File: config.mk
export PLATFORM = sky130hd
export DESIGN_NAME = stopwatchClock
export DESIGN_NICKNAME = d
export VERILOG_FILES = /design/src/common/clockPkg.sv /design/src/modeController.sv /design/src/timekeeping/timeKeeping.sv /design/src/displaySelect.sv /design/src/stopwatchClock.sv
export SDC_FILE = /design/constraint.sdc
export NUM_CORES = 1
export LEC_CHECK = 0
export ABC_CLOCK_PERIOD_IN_PS = 2700
export BUFFER_PORTS_ARGS = -buffer_cell sky130_fd_sc_hd__buf_2
export CAP_MARGIN = 20
export CORE_MARGIN = 1
export CORE_UTILIZATION = 60
export DETAILED_ROUTE_END_ITERATION = 8
export PLACE_DENSITY = 0.8
export SYNTH_ARGS = -nofsm -noshare
export SYNTH_HDL_FRONTEND = slang
export SYNTH_SLANG_ARGS = --single-unit
File: constraint.sdc
create_clock -name CLK100HZ -period 2.7 [get_ports CLK100HZ]
set_input_delay 0.54 -clock CLK100HZ [delete_from_list [all_inputs] [get_ports CLK100HZ]]
set_output_delay 0.54 -clock CLK100HZ [all_outputs]
set_load 0.01 [all_outputs]
File: src/common/clockPkg.sv
package clockPkg;

   ////////////////////
   // Field limits
   ////////////////////

   localparam int MAX_HOUR        = 23;
   localparam int MAX_MINUTE      = 59;
   localparam int MAX_SECOND      = 59;
   localparam int MAX_CENTISECOND = 99;

   ////////////////////
   // Time types
   ////////////////////

   // Tens digit in [7:4], units digit in [3:0]
   typedef logic [7:0] bcdPair_t;

   typedef struct packed {
      bcdPair_t hours;
      bcdPair_t minutes;
      bcdPair_t seconds;
      bcdPair_t centiseconds;
   } bcdTime_t;

   // Binary value that comes with a set strobe
   typedef logic [7:0] setValue_t;

   typedef enum logic [1:0] {
      setView   = 2'd0,
      clockView = 2'd1,
      timerView = 2'd2
   } viewMode_e;

   typedef enum logic [1:0] {
      loadNone   = 2'd0,
      loadSecond = 2'd1,
      loadMinute = 2'd2,
      loadHour   = 2'd3
   } loadSel_e;

   // Command word from the decode stage to the counters
   typedef struct packed {
      loadSel_e  loadSel;
      bcdPair_t  loadValue;
      logic      clockRun;
      logic      timerRun;
      logic      timerClear;
      viewMode_e view;
   } keeperCmd_t;

   // Binary 0..99 to two BCD digits
   function automatic bcdPair_t binToBcd(input setValue_t value);
      setValue_t tens;
      setValue_t units;
      tens  = value / 8'd10;
      units = value % 8'd10;
      return {tens[3:0], units[3:0]};
   endfunction

endpackage

File: src/modeController.sv
`timescale 1ns/1ps

module modeController
   import clockPkg::*;
(
   input  logic       CLK100HZ,
   input  logic       RESETa,
   input  logic       setSecond,
   input  logic       setMinute,
   input  logic       setHour,
   input  logic       showTime,
   input  logic       timerStart,
   input  logic       pauseTimer,
   input  logic       continueTimer,
   input  setValue_t  setValue,
   output keeperCmd_t keeperCmd
);

   viewMode_e viewState;
   logic      clockRun;
   logic      timerRun;
   logic      timerClear;
   loadSel_e  loadSel;
   bcdPair_t  loadValue;
   logic      setAllowed;

   // Field sets are locked out while the timer is on screen
   assign setAllowed = (viewState != timerView);

   ////////////////////
   // Command decode
   ////////////////////

   always_ff @(posedge CLK100HZ) begin
      if (RESETa) begin
         viewState  <= setView;
         clockRun   <= 1'b0;
         timerRun   <= 1'b0;
         timerClear <= 1'b0;
         loadSel    <= loadNone;
      end else begin
         // One-cycle pulses by default
         timerClear <= 1'b0;
         loadSel    <= loadNone;

         if (setSecond) begin
            if (setAllowed && (setValue <= MAX_SECOND)) begin
               loadSel   <= loadSecond;
               viewState <= setView;
            end
         end else if (setMinute) begin
            if (setAllowed && (setValue <= MAX_MINUTE)) begin
               loadSel   <= loadMinute;
               viewState <= setView;
            end
         end else if (setHour) begin
            if (setAllowed && (setValue <= MAX_HOUR)) begin
               loadSel   <= loadHour;
               viewState <= setView;
            end
         end else if (showTime) begin
            clockRun  <= 1'b1;
            viewState <= clockView;
         end else if (timerStart) begin
            timerClear <= 1'b1;
            timerRun   <= 1'b1;
            viewState  <= timerView;
         end else if (pauseTimer) begin
            timerRun  <= 1'b0;
            viewState <= timerView;
         end else if (continueTimer) begin
            timerRun  <= 1'b1;
            viewState <= timerView;
         end
      end
   end

   // BCD form of the set value, registered alongside loadSel
   always_ff @(posedge CLK100HZ) begin
      loadValue <= binToBcd(setValue);
   end

   assign keeperCmd = '{
      loadSel:    loadSel,
      loadValue:  loadValue,
      clockRun:   clockRun,
      timerRun:   timerRun,
      timerClear: timerClear,
      view:       viewState
   };

endmodule

File: src/timekeeping/timeKeeping.sv
`timescale 1ns/1ps

module timeKeeping
   import clockPkg::*;
(
   input  logic       CLK100HZ,
   input  logic       RESETa,
   input  keeperCmd_t keeperCmd,
   output bcdTime_t   clockTime,
   output bcdTime_t   timerTime,
   output viewMode_e  view
);

   ////////////////////
   // Digit cascade
   ////////////////////

   // Adds one centisecond; fields are walked from centiseconds up to hours
   function automatic bcdTime_t advance(input bcdTime_t now);
      bcdPair_t [3:0] field;
      bcdPair_t       last;
      logic           carry;
      field = now;
      carry = 1'b1;
      for (int i = 0; i < 4; i++) begin
         case (i)
            0:       last = binToBcd(setValue_t'(MAX_CENTISECOND));
            1:       last = binToBcd(setValue_t'(MAX_SECOND));
            2:       last = binToBcd(setValue_t'(MAX_MINUTE));
            default: last = binToBcd(setValue_t'(MAX_HOUR));
         endcase
         if (carry) begin
            if (field[i] == last) begin
               // Field rolls over and carries into the next one
               field[i] = '0;
            end else begin
               carry = 1'b0;
               if (field[i][3:0] == 4'd9) begin
                  field[i] = {field[i][7:4] + 4'd1, 4'd0};
               end else begin
                  field[i][3:0] = field[i][3:0] + 4'd1;
               end
            end
         end
      end
      return field;
   endfunction

   ////////////////////
   // Time of day
   ////////////////////

   always_ff @(posedge CLK100HZ) begin
      if (RESETa) begin
         clockTime <= '0;
      end else begin
         case (keeperCmd.loadSel)
            loadSecond: clockTime.seconds <= keeperCmd.loadValue;
            loadMinute: clockTime.minutes <= keeperCmd.loadValue;
            loadHour:   clockTime.hours   <= keeperCmd.loadValue;
            default: begin
               if (keeperCmd.clockRun) begin
                  clockTime <= advance(clockTime);
               end
            end
         endcase
      end
   end

   ////////////////////
   // Stopwatch
   ////////////////////

   always_ff @(posedge CLK100HZ) begin
      if (RESETa) begin
         timerTime <= '0;
      end else if (keeperCmd.timerClear) begin
         timerTime <= '0;
      end else if (keeperCmd.timerRun) begin
         timerTime <= advance(timerTime);
      end
   end

   // View follows the times by one register
   always_ff @(posedge CLK100HZ) begin
      if (RESETa) begin
         view <= setView;
      end else begin
         view <= keeperCmd.view;
      end
   end

endmodule

File: src/displaySelect.sv
`timescale 1ns/1ps

module displaySelect
   import clockPkg::*;
(
   input  logic      CLK100HZ,
   input  logic      RESETa,
   input  bcdTime_t  clockTime,
   input  bcdTime_t  timerTime,
   input  viewMode_e view,
   output bcdTime_t  dispTime,
   output logic      modeClock,
   output logic      modeTimer
);

   ////////////////////
   // Output register
   ////////////////////

   always_ff @(posedge CLK100HZ) begin
      if (RESETa) begin
         dispTime  <= '0;
         modeClock <= 1'b0;
         modeTimer <= 1'b0;
      end else begin
         // Set view shows the clock fields being edited
         if (view == timerView) begin
            dispTime <= timerTime;
         end else begin
            dispTime <= clockTime;
         end
         modeClock <= (view == clockView);
         modeTimer <= (view == timerView);
      end
   end

endmodule

File: src/stopwatchClock.sv
`timescale 1ns/1ps

module stopwatchClock
   import clockPkg::*;
(
   input  logic      CLK100HZ,
   input  logic      RESETa,
   input  logic      setSecond,
   input  logic      setMinute,
   input  logic      setHour,
   input  logic      showTime,
   input  logic      timerStart,
   input  logic      pauseTimer,
   input  logic      continueTimer,
   input  setValue_t setValue,
   output bcdTime_t  dispTime,
   output logic      modeClock,
   output logic      modeTimer
);

   keeperCmd_t keeperCmd;
   bcdTime_t   clockTime;
   bcdTime_t   timerTime;
   viewMode_e  view;

   ////////////////////
   // Command stage
   ////////////////////

   modeController modeController_inst (
      .CLK100HZ      (CLK100HZ),
      .RESETa        (RESETa),
      .setSecond     (setSecond),
      .setMinute     (setMinute),
      .setHour       (setHour),
      .showTime      (showTime),
      .timerStart    (timerStart),
      .pauseTimer    (pauseTimer),
      .continueTimer (continueTimer),
      .setValue      (setValue),
      .keeperCmd     (keeperCmd)
   );

   // Counting stage
   timeKeeping timeKeeping_inst (
      .CLK100HZ  (CLK100HZ),
      .RESETa    (RESETa),
      .keeperCmd (keeperCmd),
      .clockTime (clockTime),
      .timerTime (timerTime),
      .view      (view)
   );

   // Display stage
   displaySelect displaySelect_inst (
      .CLK100HZ  (CLK100HZ),
      .RESETa    (RESETa),
      .clockTime (clockTime),
      .timerTime (timerTime),
      .view      (view),
      .dispTime  (dispTime),
      .modeClock (modeClock),
      .modeTimer (modeTimer)
   );

endmodule

# After elaboration in Yosys (flattened, before gate mapping)
# Cells that the tools add are included.
# totals
elab_cells	219
output_inout_bits	34
reg_bits	115
# classes
div	2
bitwise	8
reduce_logical	42
muxes	97
n_lt_le_gt_ge	2
n_eq_ne	23
addsub	16
# ops
op	n
8-bit 2-to-1 mux	29
4-bit by 1-bit adder with 4-bit output, second input constant	16
8-bit equality test	8
32-bit 2-to-1 mux	2
4-bit 2-to-1 mux	16
8-bit one-hot mux with 2 select lines	3
1-bit 2-to-1 mux	33
4-bit equality test, second input constant	8
2-bit 2-to-1 mux	14
2-bit nonzero test	11
3-bit AND reduction	7
4-bit AND reduction	4
2-bit AND reduction	6
3-bit nonzero test	4
8-bit by 4-bit divider with 8-bit output, second input constant	1
8-bit by 5-bit less-or-equal comparator with 1-bit output, second input constant	1
8-bit by 6-bit less-or-equal comparator with 1-bit output, second input constant	1
8-bit by 4-bit remainder unit with 8-bit output, second input constant	1
1-bit NOT	8
2-bit OR reduction	4
7-bit nonzero test	1
2-bit equality test, second input constant	3
5-bit AND reduction	1
5-bit OR reduction	1
5 further kinds	7

# Logic depth before layout (Yosys ltp)
# Gate-level depths: netlist of run 1.
# logic_depth
word_depth	20
mapped_depth	9
mapped_depth_nobuf	8

# Modules after synthesis
# From an unflattened synthesis of run 1, not the netlist that was laid out.
# hier_totals
hier_cells	759
hier_area_um2	6463.7
# by_module_without_submodules
mod	instances	seq_area_each_um2	area_each_um2	cells_each
timeKeeping	1	1321.3	3794.9	465
displaySelect	1	680.7	1595.3	149
modeController	1	300.3	1073.5	145

# Worst setup path before layout of run 1
# No wires, ideal clock.
# synth_timing
path_kind	input -> register
startpoint	input setValue[6]
endpoint	register modeController_inst.loadValue[4]
arrival_time_ps	1967
required_ps	2586
setup_ps	114
path_stages	8
setup_slack_ps	619
cell_sequence	clkbuf_1 xnor2_1 a22oi_1 o22a_1 and2_1 buf_2 maj3_2 a21o_1
# synth_via
elab_chain_len	1
# synth_lines
element	line_no	source
start: declaration	stopwatchClock.sv:15	input setValue_t setValue,
8-bit by 4-bit divider with 8-bit output	clockPkg.sv:56	tens = value / 8'd10;
end signal: assignment	modeController.sv:80	loadValue <= binToBcd(setValue);
end: declaration	modeController.sv:24	bcdPair_t loadValue;
# Every way passes these cells.
# A chain may end at the register's enable or synchronous reset.

# Final worst setup path of run 1
# layout_timing
startpoint	register, netlist name timeKeeping_inst.timerTime[0]
endpoint	register, netlist name timeKeeping_inst.timerTime[29]
# layout_via
elab_chain_len	14
# layout_lines
element	line_no	source
8-bit equality test	timeKeeping.sv:33	if (field[i] == last) begin
1-bit 2-to-1 mux	timeKeeping.sv:33	
1-bit 2-to-1 mux	timeKeeping.sv:79	end else if (keeperCmd.timerRun) begin
1-bit 2-to-1 mux	timeKeeping.sv:77	end else if (keeperCmd.timerClear) begin
1-bit 2-to-1 mux	timeKeeping.sv:75	if (RESETa) begin
1-bit 2-to-1 mux	timeKeeping.sv:32	if (carry) begin
1-bit 2-to-1 mux	timeKeeping.sv:79	
1-bit 2-to-1 mux	timeKeeping.sv:77	
1-bit 2-to-1 mux	timeKeeping.sv:75	
1-bit 2-to-1 mux	timeKeeping.sv:32	
1-bit 2-to-1 mux	timeKeeping.sv:79	
1-bit 2-to-1 mux	timeKeeping.sv:77	
1-bit 2-to-1 mux	timeKeeping.sv:75	
3-bit AND reduction (no line)	-	
# Every way passes these cells. The select of a mux whose other input is x is not followed.

==> results of run 1 <==
## stage by stage
step | power, mW | instances | instance area, um^2 | setup WS [ps]
3_5_place_dp | 2.009 | 886 | 6191 | 236.7
6_report | 4.131 | 918 | 6761 | 304.6
2_1_floorplan | 1.940 | 733 | 5869 | 618.5
3_3_place_gp | 2.004 | 886 | 6191 | 282.1
4_1_cts | 4.132 | 918 | 6761 | 325.8
5_1_grt | 4.250 | 918 | 6761 | 32.04
## per-layer routing
metal	wire, um	share of wire
met1	6227	0.44
met2	6869	0.48
met3	767	0.054
met4	309	0.022
met5	0	0
## cells by family (layout without fill, tap and decap cells)
kind of cell             Yosys count  count (layout)
adder cells (fa/ha/maj)           37              37
buffers and inverters             62             118
XOR/XNOR                          11              11
AND/OR/NAND/NOR                  322             322
AO/OA/AOI/OAI                    179             179
multiplexers                       7               7
flip-flops                       115             115
## final cells by class
class,instances,area [um^2]
inverters,29,108.9
clock inverters,9,103.9
clock buffers,23,466.7
multi-input cells,556,3316
repair buffers,57,302.8
well taps,129,161.4
fillers,744,2610
flip-flops and latches,115,2302
## cells in the final DEF (no fill, tap or decap), drive strengths merged, types with 6 or more instances in the layout
cell | Yosys | final
dfxtp | 115 | 115
nand2 | 111 | 111
nor2 | 89 | 89
a21oi | 86 | 86
buf | 8 | 57
ha | 36 | 36
inv | 29 | 29
o21ai | 26 | 26
nor3 | 25 | 25
clkbuf | 25 | 23
nand3 | 17 | 17
a211oi | 17 | 17
nor2b | 12 | 12
nand2b | 10 | 10
nand3b | 10 | 10
o31ai | 8 | 8
or3 | 7 | 7
mux2i | 7 | 7
nand4 | 7 | 7
a22oi | 6 | 6
xor2 | 6 | 6
nor4 | 6 | 6
## worst max-delay path by stage
stage,slack [ps],startpoint,end,depth (start not counted)
global route,30,timeKeeping_inst.timerTime[0],timeKeeping_inst.timerTime[28],7
global placement,280,setValue[6],modeController_inst.loadValue[4],7
detailed placement,240,setValue[6],modeController_inst.loadValue[4],7
floorplan,620,setValue[6],modeController_inst.loadValue[4],8
finish,300,timeKeeping_inst.timerTime[0],timeKeeping_inst.timerTime[29],7
CTS,330,timeKeeping_inst.timerTime[0],timeKeeping_inst.timerTime[29],7
## state kept, by name, summed over array words and instances, names as in the netlist, 2 cells and up
signal                         cells
displaySelect_inst.dispTime       32
timeKeeping_inst.view              2
modeController_inst.viewState      2
timeKeeping_inst.timerTime        32
modeController_inst.loadValue      8
timeKeeping_inst.clockTime        32
modeController_inst.loadSel        2
## critical path: stages, from the launching register on
cell and delay (ps):
sky130_fd_sc_hd__dfxtp_1 430, sky130_fd_sc_hd__ha_1 250, sky130_fd_sc_hd__nand4b_4 190, sky130_fd_sc_hd__nor4_4 410, sky130_fd_sc_hd__nand4_1 430, sky130_fd_sc_hd__nor2_1 310
sky130_fd_sc_hd__nand2_1 110, sky130_fd_sc_hd__o31ai_1 180
## report_power, final
part,switching [mW],total (mW),internal [mW]
logic,0.140,0.217,0.0774
registers,0.0351,1.76,1.73
clock network,0.772,2.15,1.38
total,0.947,4.13,3.18
==> flow_summary.ini, run 1 <==
[sta]
slew_viol_final = 0
maxSlewHeadroom = 0.6107
timing.fmax_mhz = 417.5
totalNegativeSetupSlack_ps = 0
finalSetupViolCount = 0
timing.final.crit_period_ps = 2395
grt_setup_unrepaired = no
post_route_fraction_of_the_period_consumed_by_the_critical_path = 0.8872
worst_pin_slew_ps = 578.6
final.hold.worst_slack_ps = 122.0
timing.final.hold_violations = 0
fin_skew_ps = 10.52

[finish]
finalNetCount = 829
num_antenna_cells = 0
syn2layout_area_growth_pct = 15.20
post-route-util = 0.7215
post_route_cells_drive_above_1_share = 0.1305

[pwr]
leakage_nw = 2.749
power.density_mw_per_mm2 = 611.0
vdd_ir_drop_max_v = 0.0003929

[setup_path]
critPathCaptureType = flip-flop
required_ps = 3140
worstReg2RegEnd = timeKeeping_inst.timerTime[29]
r2r_setup_slack_ps = 300
critPathKind = flip-flop to flip-flop
arrival_ps = 2830
cp_startpoint_kind = flip-flop
ff_to_ff_start = timeKeeping_inst.timerTime[0]
crit_fanout = 12
worst-r2r-cell-count = 7

[worst_hold_path]
min_delay_worst_endpoint = modeController_inst.loadValue[0]
worst_hold_path.num_cells = 1
hold_path_startpoint = setValue[0]
hp-class = input port to flip-flop

[synthesis]
synth_warnings = 0
synthesis.area_per_instance_um2 = 8.007
synthesis.nets = 786
syn_area_mm2 = 0.005869
synth_adder_area_share = 0.07866
synth_ff_type = sky130_fd_sc_hd__dfxtp_1
yosysUniqueCellTypes = 65
synth-edff-count = 0
yosys_register_bits = 115
post-synth-top-area-fraction = 0.3922
post_synth_xor_area_fraction = 0.01641
synthArstFlopShare = 0
synth.most_common_cell = sky130_fd_sc_hd__dfxtp_1
synth_seq_area_share = 0.3922
synth_simple_gate_area_share = 0.2705
post_synth_inst_count = 733
synth.mux.area_fraction = 0.01194
synth_top_family_by_area = simple AND/OR/NAND/NOR gates
yosys.area.top_type = sky130_fd_sc_hd__dfxtp_1
ranking_of_synthesized_cells_by_area = sky130_fd_sc_hd__dfxtp_1 (39%), sky130_fd_sc_hd__ha_1 (7.7%), sky130_fd_sc_hd__a21oi_1 (7.2%)
synth_compound_gate_area_share = 0.1870
post_synth_most_frequent_cells = sky130_fd_sc_hd__dfxtp_1 (115), sky130_fd_sc_hd__nand2_1 (111), sky130_fd_sc_hd__nor2_1 (89)

[grt]
grt_pass1_vias = 4946
global_route.usage.met2 = 0.4763
grt-ovfl-total = 0
grt_max_degree = 40
antenna_found_initial = 0
globalRouteTotalUtil = 0.2890
first_pass_grt_wire_length_um = 23030
grtUsageMet1 = 0.3610
global_route.usage.met3 = 0.06865
top_usage_layer = met2

[die]
fp.dieArea_mm2 = 0.01018
chipWidth_um = 100.9
start_util = 0.6263
fp.coreArea_mm2 = 0.009371
num_io_pins = 51
die_y_um = 100.9
floorplan.rows = 35

[route]
initialDrtViolationCount = 287
detail_route.drc_violations = 0
wirelength_um = 14180
ant_nets = 0
routed_via_density = 5.891
drt-wirelength-per-cell_um = 15.44
drt_first_pass_iters = 6
vias = 5408

[job]
drv.max_cap_violation_count = 0

[place]
estimated_wirelength_of_the_detail_placed_design_um = 9595
io_buffer_count = 50
routabilityCongestion = 0.8783

[cts]
cts_buffers = 17
post_cts_resize_count = 0
htree_num_levels = 4
cts_hold_buffers = 0
cts.reportedPaths.clkPinSlew_ps = 60
clock_latency_ps = 520
postCtsSetupRepairBufs = 0
numClockSinks = 115
cts_buffer_depth = 2
clock_tree_from_tritoncts = built
cts-root-buf = sky130_fd_sc_hd__clkbuf_8

[outcome]
outcome = complete, no violations
(Power assumes the default switching activity.)
==> run 2: changes to the inputs <==
--- a/config.mk
+++ b/config.mk
@@ -8,6 +8,7 @@
 export ABC_CLOCK_PERIOD_IN_PS = 2700
 export BUFFER_PORTS_ARGS = -buffer_cell sky130_fd_sc_hd__buf_2
 export CAP_MARGIN = 20
+export CORE_ASPECT_RATIO = 2
 export CORE_MARGIN = 1
 export CORE_UTILIZATION = 60
 export DETAILED_ROUTE_END_ITERATION = 8
==> flow_summary.ini, run 2 (synthesized netlist as in run 1, its figures left out) <==
[grt]
antenna_found_initial = 0
first_pass_grt_wire_length_um = 22450
grt-ovfl-total = 0
globalRouteTotalUtil = 0.2785
grt_pass1_vias = 5133
grt_max_degree = 56

[cts]
cts_buffer_depth = 2
clock_tree_from_tritoncts = built
numClockSinks = 115
htree_num_levels = 4
cts_hold_buffers = 0
cts-root-buf = sky130_fd_sc_hd__clkbuf_16
cts_buffers = 17
postCtsSetupRepairBufs = 0
clock_latency_ps = 410
cts.reportedPaths.clkPinSlew_ps = 50
post_cts_resize_count = 0

[setup_path]
critical_path.cell_chain = ha_1 -> nand4b_4 -> nor4_4 -> and2_1 -> nand4_2 -> or3_1 -> a21oi_2
critPathMaxStageDelay_ps = 440
critical_path.top_delay_family = simple AND/OR/NAND/NOR gates
crit_fanout = 8
critPathKind = flip-flop to flip-flop
ff_to_ff_start = timeKeeping_inst.timerTime[0]
required_ps = 3040
cp_startpoint_kind = flip-flop
critPathCaptureType = flip-flop
worst-r2r-cell-count = 7
r2r_setup_slack_ps = 400
cp_num_buf_inv = 0
critPathSlowestCell = sky130_fd_sc_hd__nor4_4
worstReg2RegEnd = timeKeeping_inst.timerTime[23]
arrival_ps = 2640

[finish]
leading_cell_types_in_the_layout_fill_and_taps_excluded = sky130_fd_sc_hd__dfxtp_1 (115), sky130_fd_sc_hd__nand2_1 (111), sky130_fd_sc_hd__nor2_1 (89), sky130_fd_sc_hd__a21oi_1 (84), sky130_fd_sc_hd__buf_2 (50)
final-seq-area_mm2 = 0.002302
final_area_mm2 = 0.006708
num_antenna_cells = 0
syn2layout_area_growth_pct = 14.28
fillers = 755
post_route_cells_drive_above_1_share = 0.1260
reg_top3 = displaySelect_inst.dispTime x32, timeKeeping_inst.clockTime x32, timeKeeping_inst.timerTime x32
finalNetCount = 828
layout_commonest_cell = sky130_fd_sc_hd__dfxtp_1
multi_input_comb_area_mm2 = 0.003316

[sta]
grt_setup_unrepaired = no
slew_viol_final = 0
maxSlewHeadroom = 0.5735
post_route_fraction_of_the_period_consumed_by_the_critical_path = 0.8527
totalNegativeSetupSlack_ps = 0
timing.final.hold_violations = 0
fin_skew_ps = 8.114
timing.fmax_mhz = 434.3
timing.final.crit_period_ps = 2302
finalSetupViolCount = 0
worst_pin_slew_ps = 634.8

[job]
drv.max_cap_violation_count = 0

[die]
start_util = 0.6213
chipWidth_um = 71.94
die_y_um = 141.9
floorplan.rows = 50
fp.dieArea_mm2 = 0.01021
fp.coreArea_mm2 = 0.009447
num_io_pins = 51

[worst_hold_path]
hold_path_startpoint = setValue[0]
min_delay_worst_endpoint = modeController_inst.loadValue[0]
hp-class = input port to flip-flop
worst_hold_path.num_cells = 1

[pwr]
leakage_nw = 2.724
power.density_mw_per_mm2 = 591.4
vdd_ir_drop_max_v = 0.0005369

[route]
routed_via_density = 5.864
drt-wirelength-per-cell_um = 14.84
wirelength_um = 13590
initialDrtViolationCount = 307
vias = 5371
ant_nets = 0
detail_route.drc_violations = 0
drt_first_pass_iters = 5

[place]
estimated_wirelength_of_the_detail_placed_design_um = 9553
routabilityCongestion = 0.8682
placed_cell_area_mm2 = 0.006185
io_buffer_count = 50

[outcome]
outcome = complete, no violations
run 2: changes by cell type in the layout (fill, tap and decap cells not counted), sizes merged:
cell and change:
buf -1, clkinv -1, clkinvlp -1, clkbuf +2, bufinv -2
run 2: metrics by stage:
stage	setup slack, ps	hold slack (ps)	std cells	power [mW]	util
after CTS	409.7	210.4	916	3.989	0.7101
after global placement	317.5	421.8	886	2.000	0.6547
after global routing	189.8	215.5	916	4.098	0.7101
after floorplan	618.5	414.1	733	1.940	-
after detailed placement	228.9	436.3	886	2.008	0.6547
final	397.6	226.2	916	3.967	0.7101
run 2: cell type report:
| class | instances | share of cell area |
|---|---|---|
| flip-flops and latches | 115 | 0.3432 |
| well taps | 130 | 0.02425 |
| clock inverters | 5 | 0.004104 |
| inverters | 29 | 0.01623 |
| repair buffers | 56 | 0.04402 |
| clock buffers | 25 | 0.07387 |
| multi-input cells | 556 | 0.4943 |
run 2: worst max-delay path by stage:
stage,start,end,slack (ps),depth (start not counted)
global placement,setValue[6],modeController_inst.loadValue[4],320,7
finish,timeKeeping_inst.timerTime[0],timeKeeping_inst.timerTime[23],400,7
detailed placement,setValue[6],modeController_inst.loadValue[4],230,7
global route,timeKeeping_inst.clockTime[4],timeKeeping_inst.clockTime[20],190,7
CTS,timeKeeping_inst.timerTime[0],timeKeeping_inst.timerTime[23],410,7
floorplan,setValue[6],modeController_inst.loadValue[4],620,8
run 2: metal layers:
metal	wire, um	track usage	vias to the layer above
li1	-	-	2639
met1	5216	0.2759	2554
met2	7324	0.5179	137
met3	503	0.05966	41
met4	546	0.1589	0
met5	0	0	-
run 2: power by group:
group	total [mW]	internal, mW	switching [mW]	leakage, nW
registers	1.77	1.73	0.0372	0.930
clock network	1.99	1.25	0.738	0.259
logic	0.213	0.0759	0.137	1.54
